## config.mk

```make
export PLATFORM = sky130hd
export DESIGN_NAME = rv_core
export DESIGN_NICKNAME = d
export VERILOG_FILES = /design/src/verilog/rv_pkg.sv /design/src/verilog/alu.sv /design/src/verilog/reg_file.sv /design/src/verilog/control_unit.sv /design/src/verilog/datapath.sv /design/src/verilog/rv_core.sv
export VERILOG_INCLUDE_DIRS = /design/src /design/src/verilog
export SDC_FILE = /design/constraint.sdc
export NUM_CORES = 2
export LEC_CHECK = 0
export BUFFER_PORTS_ARGS = -buffer_cell sky130_fd_sc_hd__buf_2
export CORE_UTILIZATION = 40
export DETAILED_ROUTE_END_ITERATION = 6
export PLACE_DENSITY = 0.57
export SLEW_MARGIN = 20
export SYNTH_ARGS = -nofsm -noshare
export SYNTH_HDL_FRONTEND = slang
export SYNTH_HIERARCHICAL = 1
export SYNTH_SLANG_ARGS = --single-unit
```

## constraint.sdc

```tcl
create_clock -name clk -period 23.9 [get_ports clk]
set_input_delay 1.195 -clock clk [delete_from_list [all_inputs] [get_ports clk]]
set_output_delay 1.195 -clock clk [all_outputs]
set_load 0.01 [all_outputs]
```

## src/verilog/rv_cfg.svh

```systemverilog
`ifndef RV_CFG_SVH
`define RV_CFG_SVH

// data and address width
`define RV_XLEN 32

// register file size and index width
`define RV_NREGS 32
`define RV_REG_AW 5

// first fetch address
`define RV_RESET_PC 32'h0000_0000

`endif

```

## src/verilog/rv_pkg.sv

```systemverilog
`default_nettype none

package rv_pkg;

  ////////////////////
  // major opcodes
  ////////////////////
  localparam logic [6:0] OP_ALU    = 7'b0110011;
  localparam logic [6:0] OP_ALUI   = 7'b0010011;
  localparam logic [6:0] OP_LOAD   = 7'b0000011;
  localparam logic [6:0] OP_STORE  = 7'b0100011;
  localparam logic [6:0] OP_BRANCH = 7'b1100011;
  localparam logic [6:0] OP_JAL    = 7'b1101111;
  localparam logic [6:0] OP_JALR   = 7'b1100111;
  localparam logic [6:0] OP_LUI    = 7'b0110111;
  localparam logic [6:0] OP_AUIPC  = 7'b0010111;

  ////////////////////
  // control encodings
  ////////////////////
  typedef enum logic [1:0] {
    ALU_IN_A_REG,
    ALU_IN_A_PC,
    ALU_IN_A_ZERO
  } alu_in_a_t;

  typedef enum logic {
    ALU_IN_B_REG,
    ALU_IN_B_IMM
  } alu_in_b_t;

  typedef enum logic [1:0] {
    ALU_OP_FROM_F3,
    ALU_OP_FIXED_ADD,
    // branch compare
    ALU_OP_FIXED_SUB
  } alu_mode_t;

  typedef enum logic [1:0] {
    DEST_REG_FROM_NONE,
    DEST_REG_FROM_ALU,
    DEST_REG_FROM_MEM,
    DEST_REG_FROM_PC
  } dest_reg_from_t;

  typedef enum logic [1:0] {
    PC_SRC_NEXT_PC,
    PC_SRC_ALU,
    PC_SRC_BRANCH
  } pc_src_t;

  typedef enum logic [1:0] {
    PH_NULL,
    PH_ADDR_OUT,
    PH_LOAD_IR,
    PH_EXEC
  } phase_t;

  typedef struct packed {
    alu_in_a_t      alu_in_a;
    alu_in_b_t      alu_in_b;
    alu_mode_t      alu_mode;
    dest_reg_from_t dest_reg_from;
    pc_src_t        pc_src;
    logic           pc_load;
    logic           dbus_we;
    logic           dbus_re;
    logic           is_branch;
  } cu_t;

endpackage

`default_nettype wire

```

## src/verilog/alu.sv

```systemverilog
`default_nettype none
`timescale 1ns/100ps
`include "rv_cfg.svh"

module alu import rv_pkg::*; (
  input  logic [`RV_XLEN-1:0] a,
  input  logic [`RV_XLEN-1:0] b,
  input  alu_mode_t           mode,
  input  logic [2:0]          funct3,
  input  logic                funct7_b5,
  input  logic                sub_ok,
  output logic [`RV_XLEN-1:0] y,
  output logic                zero
);

  logic [4:0] shamt;

  assign shamt = b[4:0];

  always_comb begin
    case (mode)
      ALU_OP_FIXED_ADD: y = a + b;
      ALU_OP_FIXED_SUB: y = a - b;
      default: begin
        case (funct3)
          // SUB only exists in the register form
          3'b000: y = (sub_ok && funct7_b5) ? a - b : a + b;
          3'b001: y = a << shamt;
          3'b010: y = {{(`RV_XLEN-1){1'b0}}, $signed(a) < $signed(b)};
          3'b011: y = {{(`RV_XLEN-1){1'b0}}, a < b};
          3'b100: y = a ^ b;
          3'b101: y = funct7_b5 ? $unsigned($signed(a) >>> shamt) : a >> shamt;
          3'b110: y = a | b;
          default: y = a & b;
        endcase
      end
    endcase
  end

  assign zero = (y == '0);

endmodule

`default_nettype wire

```

## src/verilog/reg_file.sv

```systemverilog
`default_nettype none
`timescale 1ns/100ps
`include "rv_cfg.svh"

module reg_file (
  input  logic                  clk,
  input  logic                  rst,
  input  logic [`RV_REG_AW-1:0] ra1,
  input  logic [`RV_REG_AW-1:0] ra2,
  output logic [`RV_XLEN-1:0]   rd1,
  output logic [`RV_XLEN-1:0]   rd2,
  input  logic                  we,
  input  logic [`RV_REG_AW-1:0] wa,
  input  logic [`RV_XLEN-1:0]   wd
);

  logic [`RV_XLEN-1:0] regs [`RV_NREGS];

  // x0 is cleared by reset and never written
  always_ff @(posedge clk, negedge rst) begin
    if (!rst) begin
      for (int i = 0; i < `RV_NREGS; i++) begin
        regs[i] <= '0;
      end
    end else if (we && (wa != '0)) begin
      regs[wa] <= wd;
    end
  end

  assign rd1 = regs[ra1];
  assign rd2 = regs[ra2];

  a_x0_zero: assert property (@(posedge clk) disable iff (!rst)
    (ra1 == '0) |-> (rd1 == '0))
    else $error("x0 read back nonzero on port 1");

  a_x0_zero2: assert property (@(posedge clk) disable iff (!rst)
    (ra2 == '0) |-> (rd2 == '0))
    else $error("x0 read back nonzero on port 2");

endmodule

`default_nettype wire

```

## src/verilog/control_unit.sv

```systemverilog
`default_nettype none
`timescale 1ns/100ps

module control_unit import rv_pkg::*; (
  input  logic       clk,
  input  logic       rst,
  input  logic [6:0] opcode,
  input  logic       hold,
  output cu_t        active,
  output logic       load_ir,
  output logic       en_iaddr,
  output logic       exec
);

  ////////////////////
  // decode table
  ////////////////////
  localparam cu_t null_cu = '{
    alu_in_a: ALU_IN_A_REG, alu_in_b: ALU_IN_B_REG, alu_mode: ALU_OP_FROM_F3,
    dest_reg_from: DEST_REG_FROM_NONE, pc_src: PC_SRC_NEXT_PC,
    pc_load: 1'b0, dbus_we: 1'b0, dbus_re: 1'b0, is_branch: 1'b0
  };
  localparam cu_t alu_cu = '{
    alu_in_a: ALU_IN_A_REG, alu_in_b: ALU_IN_B_REG, alu_mode: ALU_OP_FROM_F3,
    dest_reg_from: DEST_REG_FROM_ALU, pc_src: PC_SRC_NEXT_PC,
    pc_load: 1'b0, dbus_we: 1'b0, dbus_re: 1'b0, is_branch: 1'b0
  };
  localparam cu_t aluimm_cu = '{
    alu_in_a: ALU_IN_A_REG, alu_in_b: ALU_IN_B_IMM, alu_mode: ALU_OP_FROM_F3,
    dest_reg_from: DEST_REG_FROM_ALU, pc_src: PC_SRC_NEXT_PC,
    pc_load: 1'b0, dbus_we: 1'b0, dbus_re: 1'b0, is_branch: 1'b0
  };
  localparam cu_t load_cu = '{
    alu_in_a: ALU_IN_A_REG, alu_in_b: ALU_IN_B_IMM, alu_mode: ALU_OP_FIXED_ADD,
    dest_reg_from: DEST_REG_FROM_MEM, pc_src: PC_SRC_NEXT_PC,
    pc_load: 1'b0, dbus_we: 1'b0, dbus_re: 1'b1, is_branch: 1'b0
  };
  localparam cu_t store_cu = '{
    alu_in_a: ALU_IN_A_REG, alu_in_b: ALU_IN_B_IMM, alu_mode: ALU_OP_FIXED_ADD,
    dest_reg_from: DEST_REG_FROM_NONE, pc_src: PC_SRC_NEXT_PC,
    pc_load: 1'b0, dbus_we: 1'b1, dbus_re: 1'b0, is_branch: 1'b0
  };
  // rs1 - rs2 drives the zero flag
  localparam cu_t branch_cu = '{
    alu_in_a: ALU_IN_A_REG, alu_in_b: ALU_IN_B_REG, alu_mode: ALU_OP_FIXED_SUB,
    dest_reg_from: DEST_REG_FROM_NONE, pc_src: PC_SRC_BRANCH,
    pc_load: 1'b1, dbus_we: 1'b0, dbus_re: 1'b0, is_branch: 1'b1
  };
  localparam cu_t jal_cu = '{
    alu_in_a: ALU_IN_A_PC, alu_in_b: ALU_IN_B_IMM, alu_mode: ALU_OP_FIXED_ADD,
    dest_reg_from: DEST_REG_FROM_PC, pc_src: PC_SRC_ALU,
    pc_load: 1'b1, dbus_we: 1'b0, dbus_re: 1'b0, is_branch: 1'b0
  };
  localparam cu_t jalr_cu = '{
    alu_in_a: ALU_IN_A_REG, alu_in_b: ALU_IN_B_IMM, alu_mode: ALU_OP_FIXED_ADD,
    dest_reg_from: DEST_REG_FROM_PC, pc_src: PC_SRC_ALU,
    pc_load: 1'b1, dbus_we: 1'b0, dbus_re: 1'b0, is_branch: 1'b0
  };
  localparam cu_t lui_cu = '{
    alu_in_a: ALU_IN_A_ZERO, alu_in_b: ALU_IN_B_IMM, alu_mode: ALU_OP_FIXED_ADD,
    dest_reg_from: DEST_REG_FROM_ALU, pc_src: PC_SRC_NEXT_PC,
    pc_load: 1'b0, dbus_we: 1'b0, dbus_re: 1'b0, is_branch: 1'b0
  };
  localparam cu_t auipc_cu = '{
    alu_in_a: ALU_IN_A_PC, alu_in_b: ALU_IN_B_IMM, alu_mode: ALU_OP_FIXED_ADD,
    dest_reg_from: DEST_REG_FROM_ALU, pc_src: PC_SRC_NEXT_PC,
    pc_load: 1'b0, dbus_we: 1'b0, dbus_re: 1'b0, is_branch: 1'b0
  };

  phase_t phase, next_phase;

  ////////////////////
  // phase sequencing
  ////////////////////
  always_ff @(posedge clk, negedge rst) begin
    if (!rst) begin
      phase      <= PH_NULL;
      next_phase <= PH_ADDR_OUT;
    end else if (!hold) begin
      phase <= next_phase;
      case (next_phase)
        PH_ADDR_OUT: next_phase <= PH_LOAD_IR;
        PH_LOAD_IR:  next_phase <= PH_EXEC;
        PH_EXEC:     next_phase <= PH_ADDR_OUT;
        default:     next_phase <= PH_NULL;
      endcase
    end
  end

  assign en_iaddr = (phase == PH_ADDR_OUT) || (phase == PH_LOAD_IR);
  assign load_ir  = (phase == PH_LOAD_IR);
  assign exec     = (phase == PH_EXEC);

  always_comb begin
    case (opcode)
      OP_ALU:    active = alu_cu;
      OP_ALUI:   active = aluimm_cu;
      OP_LOAD:   active = load_cu;
      OP_STORE:  active = store_cu;
      OP_BRANCH: active = branch_cu;
      OP_JAL:    active = jal_cu;
      OP_JALR:   active = jalr_cu;
      OP_LUI:    active = lui_cu;
      OP_AUIPC:  active = auipc_cu;
      default:   active = null_cu;
    endcase
  end

  // the instruction fetched during load_ir must decode to a real class
  a_exec_decoded: assert property (@(posedge clk) disable iff (!rst)
    exec |-> (active != null_cu))
    else $error("unknown opcode %07b in exec", opcode);

  a_strobes_excl: assert property (@(posedge clk) disable iff (!rst)
    exec |-> !(active.dbus_we && active.dbus_re))
    else $error("read and write strobes both set");

endmodule

`default_nettype wire

```

## src/verilog/datapath.sv

```systemverilog
`default_nettype none
`timescale 1ns/100ps
`include "rv_cfg.svh"

module datapath import rv_pkg::*; (
  input  logic                clk,
  input  logic                rst,
  input  logic                hold,
  input  cu_t                 active,
  input  logic                load_ir,
  input  logic                exec,
  output logic [6:0]          opcode,
  output logic [`RV_XLEN-1:0] iaddr,
  input  logic [`RV_XLEN-1:0] idata,
  output logic [`RV_XLEN-1:0] daddr,
  output logic [`RV_XLEN-1:0] dwdata,
  input  logic [`RV_XLEN-1:0] drdata
);

  logic [`RV_XLEN-1:0] pc, ir, pc_plus4, pc_next, pc_target;
  logic [`RV_XLEN-1:0] imm_i, imm_s, imm_b, imm_u, imm_j, imm;
  logic [`RV_XLEN-1:0] rd1, rd2, alu_a, alu_b, alu_y, wb_data;
  logic                alu_zero, br_taken, redirect, rf_we;

  ////////////////////
  // pc and ir
  ////////////////////
  always_ff @(posedge clk, negedge rst) begin
    if (!rst) begin
      pc <= `RV_RESET_PC;
    end else if (exec && !hold) begin
      pc <= pc_next;
    end
  end

  always_ff @(posedge clk) begin
    if (load_ir && !hold) begin
      ir <= idata;
    end
  end

  assign opcode   = ir[6:0];
  assign iaddr    = pc;
  assign pc_plus4 = pc + `RV_XLEN'd4;

  ////////////////////
  // immediates
  ////////////////////
  assign imm_i = {{(`RV_XLEN-12){ir[31]}}, ir[31:20]};
  assign imm_s = {{(`RV_XLEN-12){ir[31]}}, ir[31:25], ir[11:7]};
  assign imm_b = {{(`RV_XLEN-13){ir[31]}}, ir[31], ir[7], ir[30:25], ir[11:8], 1'b0};
  assign imm_u = {ir[31:12], 12'h000};
  assign imm_j = {{(`RV_XLEN-21){ir[31]}}, ir[31], ir[19:12], ir[20], ir[30:21], 1'b0};

  always_comb begin
    case (opcode)
      OP_STORE:         imm = imm_s;
      OP_BRANCH:        imm = imm_b;
      OP_LUI, OP_AUIPC: imm = imm_u;
      OP_JAL:           imm = imm_j;
      default:          imm = imm_i;
    endcase
  end

  // operand muxes
  always_comb begin
    case (active.alu_in_a)
      ALU_IN_A_PC:   alu_a = pc;
      ALU_IN_A_ZERO: alu_a = '0;
      default:       alu_a = rd1;
    endcase
  end

  assign alu_b = (active.alu_in_b == ALU_IN_B_IMM) ? imm : rd2;

  reg_file u_reg_file (
    .clk (clk),
    .rst (rst),
    .ra1 (ir[19:15]),
    .ra2 (ir[24:20]),
    .rd1 (rd1),
    .rd2 (rd2),
    .we  (rf_we),
    .wa  (ir[11:7]),
    .wd  (wb_data)
  );

  alu u_alu (
    .a         (alu_a),
    .b         (alu_b),
    .mode      (active.alu_mode),
    .funct3    (ir[14:12]),
    .funct7_b5 (ir[30]),
    .sub_ok    (opcode == OP_ALU),
    .y         (alu_y),
    .zero      (alu_zero)
  );

  ////////////////////
  // next pc
  ////////////////////
  // funct3[0] separates BNE from BEQ
  assign br_taken = active.is_branch && (ir[12] ? !alu_zero : alu_zero);
  assign redirect = active.pc_load && (!active.is_branch || br_taken);

  always_comb begin
    case (active.pc_src)
      PC_SRC_ALU:    pc_target = {alu_y[`RV_XLEN-1:1], 1'b0};
      PC_SRC_BRANCH: pc_target = pc + imm_b;
      default:       pc_target = pc_plus4;
    endcase
  end

  assign pc_next = redirect ? pc_target : pc_plus4;

  // write-back
  always_comb begin
    case (active.dest_reg_from)
      DEST_REG_FROM_MEM: wb_data = drdata;
      DEST_REG_FROM_PC:  wb_data = pc_plus4;
      default:           wb_data = alu_y;
    endcase
  end

  assign rf_we  = exec && !hold && (active.dest_reg_from != DEST_REG_FROM_NONE);
  assign daddr  = alu_y;
  assign dwdata = rd2;

endmodule

`default_nettype wire

```

## src/verilog/rv_core.sv

```systemverilog
`default_nettype none
`timescale 1ns/100ps
`include "rv_cfg.svh"

module rv_core import rv_pkg::*; (
  input  logic                clk,
  input  logic                rst,
  input  logic                hold,
  output logic [`RV_XLEN-1:0] iaddr,
  output logic                en_iaddr,
  input  logic [`RV_XLEN-1:0] idata,
  output logic [`RV_XLEN-1:0] daddr,
  output logic [`RV_XLEN-1:0] dwdata,
  output logic                dbus_we,
  output logic                dbus_re,
  input  logic [`RV_XLEN-1:0] drdata
);

  cu_t        active;
  logic       load_ir, exec;
  logic [6:0] opcode;

  control_unit u_control_unit (
    .clk      (clk),
    .rst      (rst),
    .opcode   (opcode),
    .hold     (hold),
    .active   (active),
    .load_ir  (load_ir),
    .en_iaddr (en_iaddr),
    .exec     (exec)
  );

  datapath u_datapath (
    .clk     (clk),
    .rst     (rst),
    .hold    (hold),
    .active  (active),
    .load_ir (load_ir),
    .exec    (exec),
    .opcode  (opcode),
    .iaddr   (iaddr),
    .idata   (idata),
    .daddr   (daddr),
    .dwdata  (dwdata),
    .drdata  (drdata)
  );

  // strobes only in the exec phase
  assign dbus_we = active.dbus_we && exec;
  assign dbus_re = active.dbus_re && exec;

endmodule

`default_nettype wire

```

==> metrics.txt <==
violated checks DRC; cell depth of the worst hold path 0; Fin Setup TNS 0 ps; Max-slew headroom about 17%; PwrDens 90.9 nW/µm²; grt ovf 0; DR vias 62867; vias per cell 6.53; internal power roughly 4 mW; Worst-Margin Slew 1230 ps; I/O pin count 166; GPL Wtd Cong 1.04; Mapped Nets 7461; Switching Share 45.6%; clock latency on the worst-skew pair ~810 ps; CP Max Fanout 57; pre-CTS WS roughly 12000 ps; R2R Setup Slk 11630 ps; min-delay src u_datapath/u_reg_file/regs[1015]; sequential power share 26.3%; H-tree levels 3; starting density of the core 40.3%; power share of the combinational group 46.6%; DRC errors left 11; worst path buffer plus inverter count 8; post-DP HPWL 206000 µm; design area 81300 µm²; WL/cell 34.0 µm; RSZ-0062 raised after global routing false; row count about 160; Hold Path End u_datapath/u_reg_file/regs[1015]; final hold viol count 0; critical path class reg -> reg; initial antenna violation count 14; Final min period roughly 12000 ps; hold_buf cts 0; worst reg2reg endpoint u_datapath/iaddr[31]; Clock Skew 38.0 ps; detailed-route wire length 328000 µm; Final Cycle Share 51.3%; Area Growth Syn to Fin 8.86%; share of layout cells above drive strength 1 24.5%; Async S/R FF share, synth a little over nine tenths; startpoint types register; number of nets in the layout 7238; Avg Cell Area, Syn ~10 µm²; status finished with violations; FF+latch count, synth 1091; Final WS setup 11630 ps; Yosys warning total 6; Synth cell types approximately 110; Fmax 0.0815 GHz; power share of the clock group 27.1%; Core Area 185000 µm²; total clock sinks 1091; Crit path largest cell delay 910 ps; First-pass DRT Iterations 7; post_cts resized 0; All-Layer GR Usage 33.9%; WP data required 24580 ps; DRT iter0 DRCs ~7000; maximum number of pins on one net before global-route repair 173; global-route wire length before repair 462000 µm; WP data arrival 12950 ps; CP max-delay cell buf_4; HP Class reg -> reg; vias in the first global route 61533; Setup violations, final 0; Post-CTS Setup Repair Bufs 0; Buffers on Ports around 160; worst r2r src u_datapath/ir[16]; Antenna Nets Post-Route 0; Setup crit end kind register; Die H 434 µm; CTS max path bufs 3; dominant synthesized flop cell dfrtp_1; Synth Instances 7253; Reg clk slew, reported paths 60 ps; VDD IR max 0.0000782 V; Critical Path Start u_datapath/ir[16]; fin. max-slew vios 0; Mapped Area 74700 µm²; die area 189000 µm²; clk root buf clkbuf_16; CP top delay family buffers and inverters; Leak 38.3 nW; DIE WIDTH 434 µm; NetSw 3.37 mW; reg2reg path depth 33; cell mode on critical path buf_4; Max-Cap Viols 0; sequential fraction of the synthesis area 36.8%; cts bufs inserted 121; placed standard-cell area 77000 µm²; CTS tree done; Post-synth EDFFs 32
## Yosys cell counts, drive strengths merged (25+ instances only)
library cell	count	area share, %
nor3	114	0.76
a21oi	483	3.2
mux2i	1100	15
clkbuf	385	1.9
o21ai	183	1.2
nor4	27	0.25
o22ai	34	0.28
inv	129	0.65
nor2	266	1.5
nor2b	30	0.25
buf	326	2.8
mux4	48	1.5
edfxtp	32	1.3
xnor2	61	0.72
a22o	137	1.6
dfrtp	1058	35
nand3	267	1.8
xor2	28	0.33
a211oi	29	0.29
o211ai	36	0.36
a221oi	28	0.34
mux2	1049	16
ha	138	2.3
a22oi	217	2.2
a21o	29	0.29
nand2	480	2.4
nand4	32	0.30
a31oi	109	0.91
nand2b	25	0.21
## power by group through the flow
stage	clock (mW)	sequential, mW	combinational [mW]
floorplan	0	1.95	1.99
global route	2.11	1.95	3.54
detailed placement	0	1.98	3.31
global placement	0	1.98	3.32
finish	2.00	1.95	3.45
CTS	2.04	1.94	3.32
## registers in the layout (all words and copies together), names as in the netlist
signal,count
u_control_unit/next_phase,2
u_control_unit/phase,2
u_datapath/iaddr,31
u_datapath/ir,32
u_datapath/u_reg_file/regs,1024
## layer usage
metal	track usage (%)	up-vias	wire length [µm]
met2	52.7	3390	147000
met4	19.5	6	20800
met5	0	-	38
met1	44.2	32185	132000
met3	6.15	865	27800
li1	-	26421	-
## cell families (layout without fill, tap and decap cells)
kind of cell / after synthesis / count (layout) / share of synthesized area, %
and+or+nand+nor: 1376 / 1376 / 8.85
muxes: 2197 / 2197 / 32.1
AOI/OAI and AO/OA: 1514 / 1514 / 13.4
DFF: 1091 / 1091 / 36.8
xor gates and xnor gates: 89 / 89 / 1.04
other: 1 / 9 / 0.00502
buffers and inverters: 844 / 726 / 5.45
adders and majority gates: 141 / 141 / 2.39
## how the worst max path moves through the flow
stage                           endpoint  slack, ps  cells past startpoint
finish              u_datapath/iaddr[31]      11630                     33
global route        u_datapath/iaddr[31]      11160                     33
CTS                            daddr[27]      12000                     24
detailed placement  u_datapath/iaddr[31]      12080                     33
global placement    u_datapath/iaddr[31]      12090                     33
floorplan           u_datapath/iaddr[21]      15280                     35
## cells in the final DEF, fill, tap and decap left out, drive strengths merged, types with 114 or more instances in the layout
cell    synthesis  layout
a21oi         483     483
a22o          137     137
a22oi         217     217
buf           326     365
clkbuf        385     176
dfrtp        1058    1058
ha            138     138
inv           129     135
mux2         1049    1049
mux2i        1100    1100
nand2         480     480
nand3         267     267
nor2          266     266
nor3          114     114
o21ai         183     183
## through the flow
stage	std cells	hold slack [ps]	power [mW]	utilization, %
6_report	9623	404	7.40	43.9
4_1_cts	9614	404	7.30	43.8
3_3_place_gp	9386	384	5.30	41.5
5_1_grt	9615	411	7.60	43.8
3_5_place_dp	9386	388	5.28	41.5
2_1_floorplan	7253	449	3.94	-
## layout make-up
| cell class | instances | area [µm²] |
|---|---|---|
| timing repair buffer | 365 | 2520 |
| tap | 2480 | 3100 |
| multi-input combinational | 5318 | 43500 |
| sequential | 1091 | 27500 |
| clock buffer | 176 | 3560 |
| fill | 17866 | 104000 |
| clock inverter | 52 | 694 |
| inverter | 133 | 499 |
| antenna | 8 | 20.0 |
(Power assumes the default switching activity.)
